===== config.mk =====
export PLATFORM = sky130hd
export DESIGN_NAME = frontend
export DESIGN_NICKNAME = d
export VERILOG_FILES = /design/src/frontend_pkg.sv /design/src/frontend.sv /design/src/ifu.sv /design/src/ftq.sv /design/src/fetch_block_gen.sv
export SDC_FILE = /design/constraint.sdc
export NUM_CORES = 1
export LEC_CHECK = 0
export ABC_CLOCK_PERIOD_IN_PS = 7650
export CAP_MARGIN = 20
export CORE_MARGIN = 2
export CORE_UTILIZATION = 60
export DETAILED_ROUTE_END_ITERATION = 10
export DONT_BUFFER_PORTS = 1
export PLACE_DENSITY = 0.75
export SYNTH_ARGS = -nofsm -noshare
export SYNTH_HDL_FRONTEND = slang
export SYNTH_SLANG_ARGS = --single-unit

===== constraint.sdc =====
create_clock -name clk -period 7.65 [get_ports clk]
set_clock_uncertainty 0.15 [all_clocks]
set_input_delay 1.1475 -clock clk [delete_from_list [all_inputs] [get_ports clk]]
set_output_delay 1.1475 -clock clk [all_outputs]
set_load 0.02 [all_outputs]

===== src/frontend_pkg.sv =====
`default_nettype none

package frontend_pkg;

    // Fetch address and block geometry
    localparam int ADDR_WIDTH = 32;
    localparam int FETCH_WIDTH = 4;
    localparam int BLOCK_LEN_WIDTH = 3;
    localparam int INSTR_WIDTH = 32;

    // 4 KB pages bound every fetch block
    localparam int PAGE_OFFSET_W = 12;

    // Byte offset of a word inside its line
    localparam int WORD_OFFSET_W = 2;

    // One cache line is a single Wishbone data beat
    localparam int LINE_WIDTH = 128;
    localparam int LINE_WORDS = LINE_WIDTH / INSTR_WIDTH;
    localparam int LINE_BYTES = LINE_WIDTH / 8;
    localparam int LINE_OFFSET_W = $clog2(LINE_BYTES);

    // Raw bus beat, or the instruction words selected by address bits 3:2
    typedef union packed {
        logic [LINE_WIDTH-1:0]                   raw;
        logic [LINE_WORDS-1:0][INSTR_WIDTH-1:0]  words;
    } cache_line_u;

endpackage

`default_nettype wire

===== src/frontend.sv =====
`timescale 1ns/1ps
`default_nettype none

module frontend
    import frontend_pkg::*;
#(
    parameter int                    FTQ_DEPTH = 4,
    parameter logic [ADDR_WIDTH-1:0] RESET_PC  = 32'h1c000000
) (
    input  logic                                    clk,
    input  logic                                    rst_n,
    // Backend
    input  logic                                    backend_flush_i,
    input  logic [ADDR_WIDTH-1:0]                   backend_next_pc_i,
    input  logic                                    backend_commit_i,
    // Instruction buffer
    input  logic                                    instr_buffer_stall_i,
    output logic [FETCH_WIDTH-1:0]                  instr_valid_o,
    output logic [FETCH_WIDTH-1:0][INSTR_WIDTH-1:0] instr_o,
    output logic [ADDR_WIDTH-1:0]                   fetch_pc_o,
    // Wishbone master
    output logic                                    wb_cyc_o,
    output logic                                    wb_stb_o,
    output logic                                    wb_we_o,
    output logic [ADDR_WIDTH-1:0]                   wb_adr_o,
    input  logic [LINE_WIDTH-1:0]                   wb_dat_i,
    input  logic                                    wb_ack_i
);

    logic                       blk_valid;
    logic [ADDR_WIDTH-1:0]      blk_start_pc;
    logic [BLOCK_LEN_WIDTH-1:0] blk_length;
    logic                       ftq_full;

    logic                       req_valid;
    logic [ADDR_WIDTH-1:0]      req_start_pc;
    logic [BLOCK_LEN_WIDTH-1:0] req_length;
    logic                       req_accept;

    fetch_block_gen #(
        .RESET_PC(RESET_PC)
    ) u_fetch_block_gen (
        .clk              (clk),
        .rst_n            (rst_n),
        .backend_flush_i  (backend_flush_i),
        .backend_next_pc_i(backend_next_pc_i),
        .ftq_full_i       (ftq_full),
        .blk_valid_o      (blk_valid),
        .blk_start_pc_o   (blk_start_pc),
        .blk_length_o     (blk_length)
    );

    ftq #(
        .FTQ_DEPTH(FTQ_DEPTH)
    ) u_ftq (
        .clk           (clk),
        .rst_n         (rst_n),
        .flush_i       (backend_flush_i),
        .blk_valid_i   (blk_valid),
        .blk_start_pc_i(blk_start_pc),
        .blk_length_i  (blk_length),
        .full_o        (ftq_full),
        .commit_i      (backend_commit_i),
        .req_valid_o   (req_valid),
        .req_start_pc_o(req_start_pc),
        .req_length_o  (req_length),
        .req_accept_i  (req_accept)
    );

    ifu u_ifu (
        .clk           (clk),
        .rst_n         (rst_n),
        .flush_i       (backend_flush_i),
        .req_valid_i   (req_valid),
        .req_start_pc_i(req_start_pc),
        .req_length_i  (req_length),
        .req_accept_o  (req_accept),
        .wb_cyc_o      (wb_cyc_o),
        .wb_stb_o      (wb_stb_o),
        .wb_we_o       (wb_we_o),
        .wb_adr_o      (wb_adr_o),
        .wb_dat_i      (wb_dat_i),
        .wb_ack_i      (wb_ack_i),
        .stall_i       (instr_buffer_stall_i),
        .instr_valid_o (instr_valid_o),
        .instr_o       (instr_o),
        .fetch_pc_o    (fetch_pc_o)
    );

endmodule

`default_nettype wire


===== src/ifu.sv =====
`timescale 1ns/1ps
`default_nettype none

module ifu
    import frontend_pkg::*;
(
    input  logic                                    clk,
    input  logic                                    rst_n,
    input  logic                                    flush_i,
    input  logic                                    req_valid_i,
    input  logic [ADDR_WIDTH-1:0]                   req_start_pc_i,
    input  logic [BLOCK_LEN_WIDTH-1:0]              req_length_i,
    output logic                                    req_accept_o,
    output logic                                    wb_cyc_o,
    output logic                                    wb_stb_o,
    output logic                                    wb_we_o,
    output logic [ADDR_WIDTH-1:0]                   wb_adr_o,
    input  logic [LINE_WIDTH-1:0]                   wb_dat_i,
    input  logic                                    wb_ack_i,
    input  logic                                    stall_i,
    output logic [FETCH_WIDTH-1:0]                  instr_valid_o,
    output logic [FETCH_WIDTH-1:0][INSTR_WIDTH-1:0] instr_o,
    output logic [ADDR_WIDTH-1:0]                   fetch_pc_o
);

    localparam logic [1:0] S_IDLE  = 2'd0;
    localparam logic [1:0] S_LINE0 = 2'd1;
    localparam logic [1:0] S_LINE1 = 2'd2;
    localparam logic [1:0] S_OUT   = 2'd3;

    logic [1:0]                              state_q;
    logic                                    discard_q;
    logic [ADDR_WIDTH-1:0]                   start_pc_q;
    logic [BLOCK_LEN_WIDTH-1:0]              length_q;
    logic                                    need_second_q;
    cache_line_u                             line0_q;
    cache_line_u                             lo_line;
    cache_line_u                             hi_line;
    logic [FETCH_WIDTH-1:0][INSTR_WIDTH-1:0] merged;
    logic [FETCH_WIDTH-1:0]                  slot_mask;
    logic [FETCH_WIDTH-1:0]                  out_valid_q;
    logic                                    last_ack;

    assign wb_we_o = 1'b0;
    assign req_accept_o = (state_q == S_IDLE) && req_valid_i && !flush_i && !stall_i;
    assign last_ack = wb_cyc_o && wb_ack_i &&
                      ((state_q == S_LINE1) || ((state_q == S_LINE0) && !need_second_q));

    // Second line only contributes when the block runs past word 3
    always_comb begin
        logic [2:0] word_idx;
        lo_line.raw = (state_q == S_LINE1) ? line0_q.raw : wb_dat_i;
        hi_line.raw = wb_dat_i;
        for (int i = 0; i < FETCH_WIDTH; i++) begin
            word_idx = {1'b0, start_pc_q[LINE_OFFSET_W-1:WORD_OFFSET_W]} + 3'(i);
            if (word_idx[2]) begin
                merged[i] = hi_line.words[word_idx[1:0]];
            end else begin
                merged[i] = lo_line.words[word_idx[1:0]];
            end
            slot_mask[i] = (BLOCK_LEN_WIDTH'(i) < length_q);
        end
    end

    always_ff @(posedge clk or negedge rst_n) begin
        if (!rst_n) begin
            state_q     <= S_IDLE;
            wb_cyc_o    <= 1'b0;
            wb_stb_o    <= 1'b0;
            discard_q   <= 1'b0;
            out_valid_q <= '0;
        end else begin
            case (state_q)
                S_IDLE: begin
                    if (req_accept_o) begin
                        wb_cyc_o <= 1'b1;
                        wb_stb_o <= 1'b1;
                        state_q  <= S_LINE0;
                    end
                end
                S_LINE0, S_LINE1: begin
                    if (!wb_cyc_o) begin
                        // Gap cycle between the two reads
                        if (flush_i) begin
                            state_q <= S_IDLE;
                        end else begin
                            wb_cyc_o <= 1'b1;
                            wb_stb_o <= 1'b1;
                        end
                    end else if (wb_ack_i) begin
                        wb_cyc_o <= 1'b0;
                        wb_stb_o <= 1'b0;
                        if (discard_q || flush_i) begin
                            discard_q <= 1'b0;
                            state_q   <= S_IDLE;
                        end else if (last_ack) begin
                            out_valid_q <= slot_mask;
                            state_q     <= S_OUT;
                        end else begin
                            state_q <= S_LINE1;
                        end
                    end else if (flush_i) begin
                        // Open cycle must still see its ack
                        discard_q <= 1'b1;
                    end
                end
                default: begin
                    if (flush_i || !stall_i) begin
                        out_valid_q <= '0;
                        state_q     <= S_IDLE;
                    end
                end
            endcase
        end
    end

    always_ff @(posedge clk) begin
        if (req_accept_o) begin
            start_pc_q    <= req_start_pc_i;
            length_q      <= req_length_i;
            need_second_q <= ({1'b0, req_start_pc_i[LINE_OFFSET_W-1:WORD_OFFSET_W]}
                              + req_length_i) > 3'd4;
            wb_adr_o      <= {req_start_pc_i[ADDR_WIDTH-1:LINE_OFFSET_W],
                              {LINE_OFFSET_W{1'b0}}};
        end
        if ((state_q == S_LINE0) && wb_cyc_o && wb_ack_i) begin
            line0_q.raw <= wb_dat_i;
            wb_adr_o    <= wb_adr_o + ADDR_WIDTH'(LINE_BYTES);
        end
        if (last_ack) begin
            instr_o <= merged;
        end
    end

    // Held block stays registered, only the mask is hidden on stall
    assign instr_valid_o = stall_i ? '0 : out_valid_q;
    assign fetch_pc_o    = start_pc_q;

endmodule

`default_nettype wire


===== src/ftq.sv =====
`timescale 1ns/1ps
`default_nettype none

module ftq
    import frontend_pkg::*;
#(
    parameter int FTQ_DEPTH = 4
) (
    input  logic                       clk,
    input  logic                       rst_n,
    input  logic                       flush_i,
    input  logic                       blk_valid_i,
    input  logic [ADDR_WIDTH-1:0]      blk_start_pc_i,
    input  logic [BLOCK_LEN_WIDTH-1:0] blk_length_i,
    output logic                       full_o,
    input  logic                       commit_i,
    output logic                       req_valid_o,
    output logic [ADDR_WIDTH-1:0]      req_start_pc_o,
    output logic [BLOCK_LEN_WIDTH-1:0] req_length_o,
    input  logic                       req_accept_i
);

    localparam int PTR_WIDTH = (FTQ_DEPTH > 1) ? $clog2(FTQ_DEPTH) : 1;
    localparam int CNT_WIDTH = $clog2(FTQ_DEPTH + 1);

    logic [ADDR_WIDTH-1:0]      start_pc_mem [FTQ_DEPTH];
    logic [BLOCK_LEN_WIDTH-1:0] length_mem   [FTQ_DEPTH];

    logic [PTR_WIDTH-1:0] alloc_ptr;
    logic [PTR_WIDTH-1:0] issue_ptr;
    logic [CNT_WIDTH-1:0] occ_cnt;
    logic [CNT_WIDTH-1:0] issued_cnt;

    logic push;
    logic issue;
    logic retire;

    // Wrap at the depth, which need not be a power of two
    function automatic logic [PTR_WIDTH-1:0] ptr_inc(input logic [PTR_WIDTH-1:0] ptr);
        if (ptr == PTR_WIDTH'(FTQ_DEPTH - 1)) begin
            return '0;
        end
        return ptr + 1'b1;
    endfunction

    // Issued entries still count toward full until committed
    assign full_o      = (occ_cnt == CNT_WIDTH'(FTQ_DEPTH));
    assign req_valid_o = (occ_cnt != issued_cnt);

    assign push   = blk_valid_i && !full_o && !flush_i;
    assign issue  = req_accept_i && req_valid_o && !flush_i;
    // Stray commit with nothing issued is dropped
    assign retire = commit_i && (issued_cnt != '0) && !flush_i;

    assign req_start_pc_o = start_pc_mem[issue_ptr];
    assign req_length_o   = length_mem[issue_ptr];

    always_ff @(posedge clk) begin
        if (push) begin
            start_pc_mem[alloc_ptr] <= blk_start_pc_i;
            length_mem[alloc_ptr]   <= blk_length_i;
        end
    end

    always_ff @(posedge clk or negedge rst_n) begin
        if (!rst_n) begin
            alloc_ptr  <= '0;
            issue_ptr  <= '0;
            occ_cnt    <= '0;
            issued_cnt <= '0;
        end else if (flush_i) begin
            alloc_ptr  <= '0;
            issue_ptr  <= '0;
            occ_cnt    <= '0;
            issued_cnt <= '0;
        end else begin
            if (push) begin
                alloc_ptr <= ptr_inc(alloc_ptr);
            end
            if (issue) begin
                issue_ptr <= ptr_inc(issue_ptr);
            end
            occ_cnt    <= occ_cnt + CNT_WIDTH'(push) - CNT_WIDTH'(retire);
            issued_cnt <= issued_cnt + CNT_WIDTH'(issue) - CNT_WIDTH'(retire);
        end
    end

endmodule

`default_nettype wire


===== src/fetch_block_gen.sv =====
`timescale 1ns/1ps
`default_nettype none

module fetch_block_gen
    import frontend_pkg::*;
#(
    parameter logic [ADDR_WIDTH-1:0] RESET_PC = 32'h1c000000
) (
    input  logic                       clk,
    input  logic                       rst_n,
    input  logic                       backend_flush_i,
    input  logic [ADDR_WIDTH-1:0]      backend_next_pc_i,
    input  logic                       ftq_full_i,
    output logic                       blk_valid_o,
    output logic [ADDR_WIDTH-1:0]      blk_start_pc_o,
    output logic [BLOCK_LEN_WIDTH-1:0] blk_length_o
);

    logic [ADDR_WIDTH-1:0]    pc_q;
    logic [ADDR_WIDTH-1:0]    next_pc;
    logic [ADDR_WIDTH-1:0]    seq_pc;
    logic [PAGE_OFFSET_W-1:0] page_rem;
    logic                     page_cut;
    logic                     run_q;

    // Bytes left before the page end, zero meaning a whole page
    assign page_rem = PAGE_OFFSET_W'(0) - pc_q[PAGE_OFFSET_W-1:0];
    assign page_cut = (page_rem != '0) && (page_rem < PAGE_OFFSET_W'(FETCH_WIDTH * 4));

    // Short block ends exactly at the page boundary
    assign blk_length_o = page_cut ? BLOCK_LEN_WIDTH'(page_rem >> WORD_OFFSET_W)
                                   : BLOCK_LEN_WIDTH'(FETCH_WIDTH);
    assign blk_start_pc_o = pc_q;
    assign blk_valid_o = run_q && !ftq_full_i && !backend_flush_i;

    // Always predicts fall-through
    assign seq_pc = pc_q + {{(ADDR_WIDTH - BLOCK_LEN_WIDTH - 2){1'b0}}, blk_length_o, 2'b00};

    always_comb begin
        if (backend_flush_i) begin
            next_pc = backend_next_pc_i;
        end else if (ftq_full_i || !run_q) begin
            next_pc = pc_q;
        end else begin
            next_pc = seq_pc;
        end
    end

    // First push waits one cycle after reset release
    always_ff @(posedge clk or negedge rst_n) begin
        if (!rst_n) begin
            run_q <= 1'b0;
            pc_q  <= RESET_PC;
        end else begin
            run_q <= 1'b1;
            pc_q  <= next_pc;
        end
    end

endmodule

`default_nettype wire


==> results.md, run 1 <==
- Final min period: 4040 ps
- Clk buf depth: 3
- Setup Viol. Count Final: 0
- Post-DRT Antenna Nets: 0
- Layout cells sized above 1: 0.179
- Final hold violations: 0
- Reg2Reg Depth: 11
- Detailed-route vias per instance: 6.58
- Kind of critical path: flop to flop
- CTS tree: yes
- Clk_lat worst skew: 610 ps
- CP startpoint: u_fetch_block_gen.blk_start_pc_o[8]
- Synth-to-Final Area Change: 8.25%
- Final HPWL DP: 37.3 mm
- Wire length of the first global-routing pass: 87.8 mm
- Internal: 5.99 mW
- I/O pins: 365
- Initial cell density of the core: 0.604
- Synth Flop Type: edfxtp_1
- Power Dens Cells: 322 nW/µm²
- Synth Instances: 1790
- Crit Path Max Fanout: 11
- Synth async-reset ratio: 0.102
- Htree depth: 2
- Worst-margin pin slew: approximately 1100 ps
- Setup bufs post-CTS: 0
- Leading area contributor after synthesis: edfxtp_1
- Vias in the first global route: 15054
- Synth Cell Area: 25200 µm²
- Placer Congestion: 0.881
- Pre-CTS setup slack: roughly 3400 ps
- Clock Sinks: 512
- Cts hold-fix bufs: 0
- Critical Path AT: 4400 ps
- Final instance count without filler cells: 2329
- Vias: approximately 15000
- Synth warn: 0
- Yosys reg bits: 512
- Core region area: 41700 µm²
- Chip Height: 209 µm
- Reg2reg start: u_fetch_block_gen.blk_start_pc_o[8]
- GRT Residual Overflow: 0
- CP Capture Type: flop
- Die W: 209 µm
- # DRC: 0
- Outcome: complete, no violations
- Number of DRC markers in iteration 0: between 1000 and 1500
- Dpl cells: 2229
- Drt wl/cell: 24.5 µm
- RSZ-0062 raised after global routing: false
- Rows: between 70 and 80
- Grt met3 use: 0.0687
- Post-synth top area share: 0.548
- Gr usage total: 0.260
- Met2 usage in global routing: 0.428
- Max-slew headroom: 0.287
- Static leakage: 9.40 nW
- Port Buffer Count: 0
- Max VDD drop: roughly 0.00024 V
- Syn Area/Cell: about 14 µm²
- Cts repair resizes: 0
- DP Area: 25500 µm²
- CTS root buffer: clkbuf_16
- Die area: 43600 µm²
- Post-layout total power: about 8.8 mW
- Switching portion of total power: 0.316
- Net Sw Power: 2.77 mW
- Post-synthesis sequential area ratio: 0.600
- Setup ws final: 3610 ps
- Synth unique cells: 61
- Worst Path Required: 8020 ps
- Initial antenna violation count: 3
- EDFF count, synth: 460
- Num CTS Buffers: 52
- Achievable clock frequency: 248 MHz
- Hold/Removal Path Class: input pin to asynchronous set/reset pin
- Setup TNS: 0 ps
- Final nets: 1935
- Reg2Reg Capture Point: u_fetch_block_gen.blk_start_pc_o[18]
- Routed wire length: 57.0 mm
- Combinational fraction of design power: 0.222
- GR peak layer: met2
- Max-Cap Viols: 0
- Crit start category: flop
- Flop-to-flop setup slack: 3610 ps
- Met1 usage: 0.335
- Max Slew Vio Count: 0
- Ranking of synthesized cells by area: edfxtp_1, mux4_2, mux2i_1
- Clk network pwr share: 0.286
- DRT Pass-1 Iters: 5
- Clock transition at path regs: around 60 ps
- Pin count of the biggest net entering global routing: 162
- Register share of total power: 0.492
- Fin area: between 20000 and 30000 µm²
- Period utilisation layout: 0.528
==> cell type report <==
type	count	area [µm²]
tap	539	674
clock buffer	61	1370
timing repair buffer	22	200
clock inverter	36	324
multi-input combinational	1125	9450
fill	2928	14400
inverter	33	129
antenna	1	2.50
sequential	512	15100
==> state kept, by name, indices dropped and copies added (netlist names) <==
signal                            cells
u_ifu.wb_cyc_o                        1
u_ftq.start_pc_mem                  128
u_fetch_block_gen.run_q               1
u_ftq.length_mem                     12
u_ftq.issue_ptr                       2
u_ftq.alloc_ptr                       2
u_ifu.wb_adr_o                       28
u_ifu.out_valid_q                     4
u_fetch_block_gen.blk_start_pc_o     32
u_ifu.fetch_pc_o                     32
u_ifu.line0_q                       128
u_ifu.wb_stb_o                        1
u_ifu.state_q                         2
u_ifu.length_q                        3
u_ftq.issued_cnt                      3
u_ifu.discard_q                       1
u_ftq.occ_cnt                         3
u_ifu.need_second_q                   1
u_ifu.instr_o                       128
==> worst max-delay path by stage <==
stage	end	cells after the start
CTS	u_fetch_block_gen.blk_start_pc_o[18]	11
global placement	u_ifu.line0_q[16]	4
finish	u_fetch_block_gen.blk_start_pc_o[18]	11
global route	u_fetch_block_gen.blk_start_pc_o[18]	11
detailed placement	u_ifu.line0_q[15]	4
floorplan	u_ifu.wb_adr_o[25]	5
==> stage by stage <==
step | hold slack, ps | utilization
2_1_floorplan | 324 | -
5_1_grt | 61.1 | 0.654
3_3_place_gp | 382 | 0.613
4_1_cts | 45.6 | 0.654
3_5_place_dp | 392 | 0.613
6_report | 83.6 | 0.654
==> cells in the mapped netlist (3+ instances only) <==
library cell    n
edfxtp_1      460
nand2_1       172
mux2i_1       131
mux4_2        131
nor2_1        114
a21oi_1        81
mux2_2         69
o21ai_0        65
clkbuf_1       64
nand3_1        62
dfrtp_1        49
nand2b_1       35
buf_2          34
inv_1          30
a31oi_1        29
or4_1          25
nand4_1        24
o31ai_1        24
ha_1           19
nor2b_1        17
buf_1          15
xor2_1         12
buf_4          11
nor3_1         10
and3_1          9
or3_1           9
nor4_1          7
xnor2_1         7
and4_1          6
a21o_1          5
o21a_1          5
a22o_1          4
and2_1          4
fa_1            4
o22ai_1         4
or2_2           4
a221oi_1        3
dfstp_2         3
o211ai_1        3
==> cells by family after synthesis <==
logic type / Yosys count / synth area share
DFF: 512 / 0.600
and+or+nand+nor: 505 / 0.0965
muxes: 331 / 0.200
AOI/OAI and AO/OA: 241 / 0.0569
buffers and inverters: 157 / 0.0267
adders and majority gates: 23 / 0.0126
xor gates and xnor gates: 19 / 0.00661
other: 2 / 0.000298
==> placed cells by master (no fill, tap or decap), types with 25 or more instances in the layout <==
cell type / netlist / routed
edfxtp_1: 460 / 460
nand2_1: 172 / 172
mux4_2: 131 / 131
mux2i_1: 131 / 131
nor2_1: 114 / 114
a21oi_1: 81 / 81
mux2_2: 69 / 69
o21ai_0: 65 / 65
nand3_1: 62 / 62
clkbuf_16: 0 / 52
dfrtp_1: 49 / 48
nand2b_1: 35 / 35
inv_1: 30 / 30
a31oi_1: 29 / 29
or4_1: 25 / 25
==> power by group through the flow <==
stage	Combinational [mW]	Sequential [mW]	Clock (mW)
final	1.95	4.32	2.51
after floorplan	1.58	4.25	0
after global routing	2.15	4.36	2.65
after CTS	1.96	4.31	2.55
after global placement	1.89	4.34	0
after detailed placement	1.95	4.37	0
==> metal layers <==
layer,up-vias,wire (µm),part of all wire
met5,-,31,0.00054
met4,4,1920,0.034
met3,119,4980,0.087
met2,637,28300,0.50
met1,7702,21700,0.38
li1,6862,-,-
==> critical path: stages (launching register included) <==
cell	delay (ps)
dfrtp_1	500
nand4_1	240
nor3_1	430
nand2_1	250
nor2_1	350
ha_1	270
inv_1	70
fa_1	470
a21boi_0	270
buf_4	280
or4_1	470
a31oi_1	170
Note: power is estimated with default switching activity, not from simulation.
==> run 2, diff against run 1 <==
--- a/config.mk
+++ b/config.mk
@@ -5,10 +5,11 @@
 export SDC_FILE = /design/constraint.sdc
 export NUM_CORES = 1
 export LEC_CHECK = 0
-export ABC_CLOCK_PERIOD_IN_PS = 7650
+export ABC_AREA = 1
+export ABC_CLOCK_PERIOD_IN_PS = 3250
 export CAP_MARGIN = 20
 export CORE_MARGIN = 2
-export CORE_UTILIZATION = 60
+export CORE_UTILIZATION = 58
 export DETAILED_ROUTE_END_ITERATION = 10
 export DONT_BUFFER_PORTS = 1
 export PLACE_DENSITY = 0.75
==> constraint.sdc (replaced) <==
create_clock -name clk -period 3.25 [get_ports clk]
set_clock_uncertainty 0.15 [all_clocks]
set_input_delay 0.4875 -clock clk [delete_from_list [all_inputs] [get_ports clk]]
set_output_delay 0.4875 -clock clk [all_outputs]
set_load 0.02 [all_outputs]
==> run 2 against run 1 <==
Synthesized cell count up 51%; clock power up 140%; setup slack worse by 3400 ps; register-to-register slack worse by 3400 ps; clock-buffer cell count up 8; non-clock buffer count up 190; largest power group unchanged; hold slack worse by 73 ps; routed wire length up 31%; total power rose to 2.7 times the previous value.
==> results.md, run 2 <==
- Fillers: 3219 (+9.9%)
- Post-DRT Antenna Nets: 0 (unchanged)
- Reg2Reg Depth: 15 (+4)
- Synth Area in Compound Gates: 0.130 (+0.0733)
- Net Sw Power: 9.09 mW (+230%)
- I/O pins: 365 (unchanged)
- Crit Path Max Fanout: 8 (-3)
- Synth warn: 0 (unchanged)
- Internal: 14.4 mW (+140%)
- Synth async-reset ratio: 0.102 (unchanged)
- Synth Flop Type: edfxtp_1
- Switching portion of total power: 0.388 (+0.0714)
- Die area: 45700 µm² (+4.8%)
- Final min period: 3020 ps (-1020 ps)
- Count leader, synth: nand2_1
- Critical Path AT: 3370 ps (-1030 ps)
- RSZ-0062 raised after global routing: false
- Multi-input gate area: 9150 µm² (-3.2%)
- Xor/xnor share of the synthesized area: 0.0141 (+0.00746)
- Synth-to-Final Area Change: 15.4%
- Synth unique cells: 43 (-30%)
- Rows: 76 (+1.3%)
- CTS root buffer: clkbuf_16
- Outcome: complete, no violations
- Setup bufs post-CTS: 0 (unchanged)
- Worst hold slack: 10.3 ps (-73.3 ps)
- Clk_lat worst skew: 630 ps (+20 ps)
- Most frequent cells after synthesis: nand2_1, edfxtp_1, o21ai_0
- Initial antenna violation count: 2 (-1)
- Achievable clock frequency: 331 MHz (+34%)
- Final HPWL DP: 46.9 mm (+26%)
- DP Area: 26100 µm² (+2.1%)
- Pin count of the biggest net entering global routing: 197 (+22%)
- EDFF count, synth: 460 (unchanged)
- Biggest regs: u_ftq.start_pc_mem x128, u_ifu.instr_o x128, u_ifu.line0_q x128
- Clock transition at path regs: 60 ps (about the same)
- Number of DRC markers in iteration 0: 2488 (+94%)
- Kind of critical path: flop to flop
- Initial cell density of the core: 0.590 (-0.0143)
- Drt wl/cell: 21.7 µm (-11%)
- Yosys reg bits: 512 (unchanged)
- Fin area: 29500 µm² (+8.1%)
- Static leakage: 11.1 nW (+18%)
- GRT Residual Overflow: 0 (unchanged)
- Setup ws final: 232 ps (-3380 ps)
- Detailed-route vias per instance: 6.07 (-7.8%)
- DRT Pass-1 Iters: 7 (+2)
- Setup Viol. Count Final: 0 (unchanged)
- Syn Area/Cell: 9.47 µm² (-33%)
- Htree depth: 2 (unchanged)
- Routed wire length: 74.6 mm (+31%)
- Post-Synth Adder-Cell Area: 0.0124 (-0.000173)
- Leading area contributor after synthesis: edfxtp_1
- Layout cells sized above 1: 0.0621 (-0.117)
- Die W: 214 µm (+2.4%)
- Ranking of synthesized cells by area: edfxtp_1, nand2_1, o21ai_0
- Commonest non-fill, non-tap cell in the layout: nand2_1
- CTS tree: yes
- Max VDD drop: 0.000470 V (+98%)
- Register share of total power: 0.441 (-0.051)
- Final nets: 2993 (+55%)
- Hold/Removal Path Class: input pin to flop
- CP Capture Type: flop
- Period utilisation layout: 0.929 (+0.401)
- Clock Sinks: 512 (unchanged)
- Max-slew headroom: 0.271 (-0.0162)
- Wire length of the first global-routing pass: 112 mm (+28%)
- Post-Synth Simple-Gate Area: 0.173 (+0.0765)
- Combinational fraction of design power: 0.305 (+0.083)
- Max-Cap Viols: 0 (unchanged)
- CP startpoint: u_fetch_block_gen.blk_start_pc_o[7]
- Post-synth top area share: 0.541 (-0.00752)
- Largest family of logic cells by synthesized area: simple AND/OR/NAND/NOR gates
- Flop-to-flop setup slack: 230 ps (-3380 ps)
- Placer Congestion: 0.924 (+4.8%)
- Register area: 15100 µm² (unchanged)
- Post-synthesis sequential area ratio: 0.592 (-0.00824)
- Clk network pwr share: 0.254 (-0.032)
- Most frequent cells in the layout: nand2_1, edfxtp_1, o21ai_0
- Clk buf depth: 3 (unchanged)
- Vias in the first global route: 19660 (+31%)
- # DRC: 0 (unchanged)
- Final hold violations: 0 (unchanged)
- Max Slew Vio Count: 0 (unchanged)
- Crit start category: flop
- Num CTS Buffers: 53 (+1.9%)
- Synth Instances: 2696 (+51%)
- Worst Path Required: 3600 ps (-4420 ps)
- Worst-margin pin slew: 1090 ps (+24.3 ps)
- Pre-CTS setup slack: 178 ps (-3210 ps)
- Core region area: 43300 µm² (+3.8%)
- Reg2Reg Capture Point: u_fetch_block_gen.blk_start_pc_o[24]
- Vias: 20854 (+36%)
- Power Dens Cells: 796 nW/µm² (+150%)
- Mux contribution to synthesized area: 0.0251 (-0.175)
- Gr usage total: 0.323 (+0.0622)
- Chip Height: 214 µm (+2.4%)
- Reg2reg start: u_fetch_block_gen.blk_start_pc_o[7]
- CP Capture Point: u_fetch_block_gen.blk_start_pc_o[24]
- Port Buffer Count: 0 (unchanged)
- Synth Cell Area: 25500 µm² (+1.4%)
==> run 2: kinds of logic (layout without fill, tap and decap cells) <==
| logic type | after synthesis | after routing |
|---|---|---|
| adder cells (fa/ha/maj) | 23 | 23 |
| AND/OR/NAND/NOR | 1087 | 1087 |
| multiplexers | 64 | 64 |
| flip-flops | 512 | 512 |
| AO/OA/AOI/OAI | 635 | 635 |
| other | 2 | 8 |
| buffers and inverters | 332 | 481 |
| XOR/XNOR | 41 | 41 |
==> run 2: critical path: stages, from the launching register on <==
cell	delay, ps
dfrtp_1	490
nand3_1	230
nor2_4	190
nand3_4	130
nor2_2	220
ha_1	210
inv_1	60
fa_1	420
nand2_4	120
nand2_2	100
nor2_1	170
nand2_1	90
nand2_1	60
inv_1	40
o21ai_1	110
nand3_1	90
==> run 2: metal layers <==
metal | vias to the layer above | share of wire | global-route usage
li1 | 9484 | - | -
met1 | 9804 | 0.38 | 0.421
met2 | 1307 | 0.46 | 0.512
met3 | 259 | 0.11 | 0.0690
met4 | 0 | 0.053 | 0.168
met5 | - | 0 | 0
==> run 2: power groups by stage <==
stage | registers [mW] | logic [mW] | clock network (mW)
6_report | 10.3 | 7.15 | 5.95
3_5_place_dp | 10.5 | 6.73 | 0
3_3_place_gp | 10.4 | 6.45 | 0
4_1_cts | 10.3 | 6.99 | 6.00
5_1_grt | 10.4 | 7.93 | 6.26
2_1_floorplan | 10.2 | 4.94 | 0
==> run 2: how the worst min path moves through the flow <==
stage	to	cells past startpoint	slack [ps]	from
4_1_cts	u_ifu.instr_o[83]	2	10	wb_dat_i[51]
3_3_place_gp	u_ftq.issued_cnt[2]	0	40	rst_n
6_report	u_ifu.instr_o[84]	2	10	wb_dat_i[52]
3_5_place_dp	u_ftq.issued_cnt[2]	0	40	rst_n
5_1_grt	u_ifu.instr_o[83]	2	20	wb_dat_i[51]
2_1_floorplan	u_fetch_block_gen.blk_start_pc_o[0]	0	40	rst_n
==> run 2: cell type report <==
cell class                      instances  area share
Inverter                              169      0.0218
Clock inverter                         31     0.00905
Clock buffer                           69      0.0481
Antenna cell                            2    0.000170
Timing Repair Buffer                  212      0.0725
Sequential cell                       512       0.513
Tap cell                              585      0.0248
Multi-Input combinational cell       1856       0.310
==> run 2: through the flow <==
step                total power, mW  instances   util  setup TNS [ps]
CTS                            23.3       3434  0.681               0
floorplan                      15.1       2700      -          -35710
global route                   24.6       3436  0.681               0
detailed placement             17.2       3168  0.603               0
global placement               16.9       3168  0.603               0
finish                         23.4       3436  0.681               0
==> run 2: timing repair <==
action / in CTS / in global routing
endpoints found under the hold margin: 248 / 0
endpoints found under the setup margin: 0 / 6
hold buffers: 166 / 0
gates resized for setup: 0 / 1
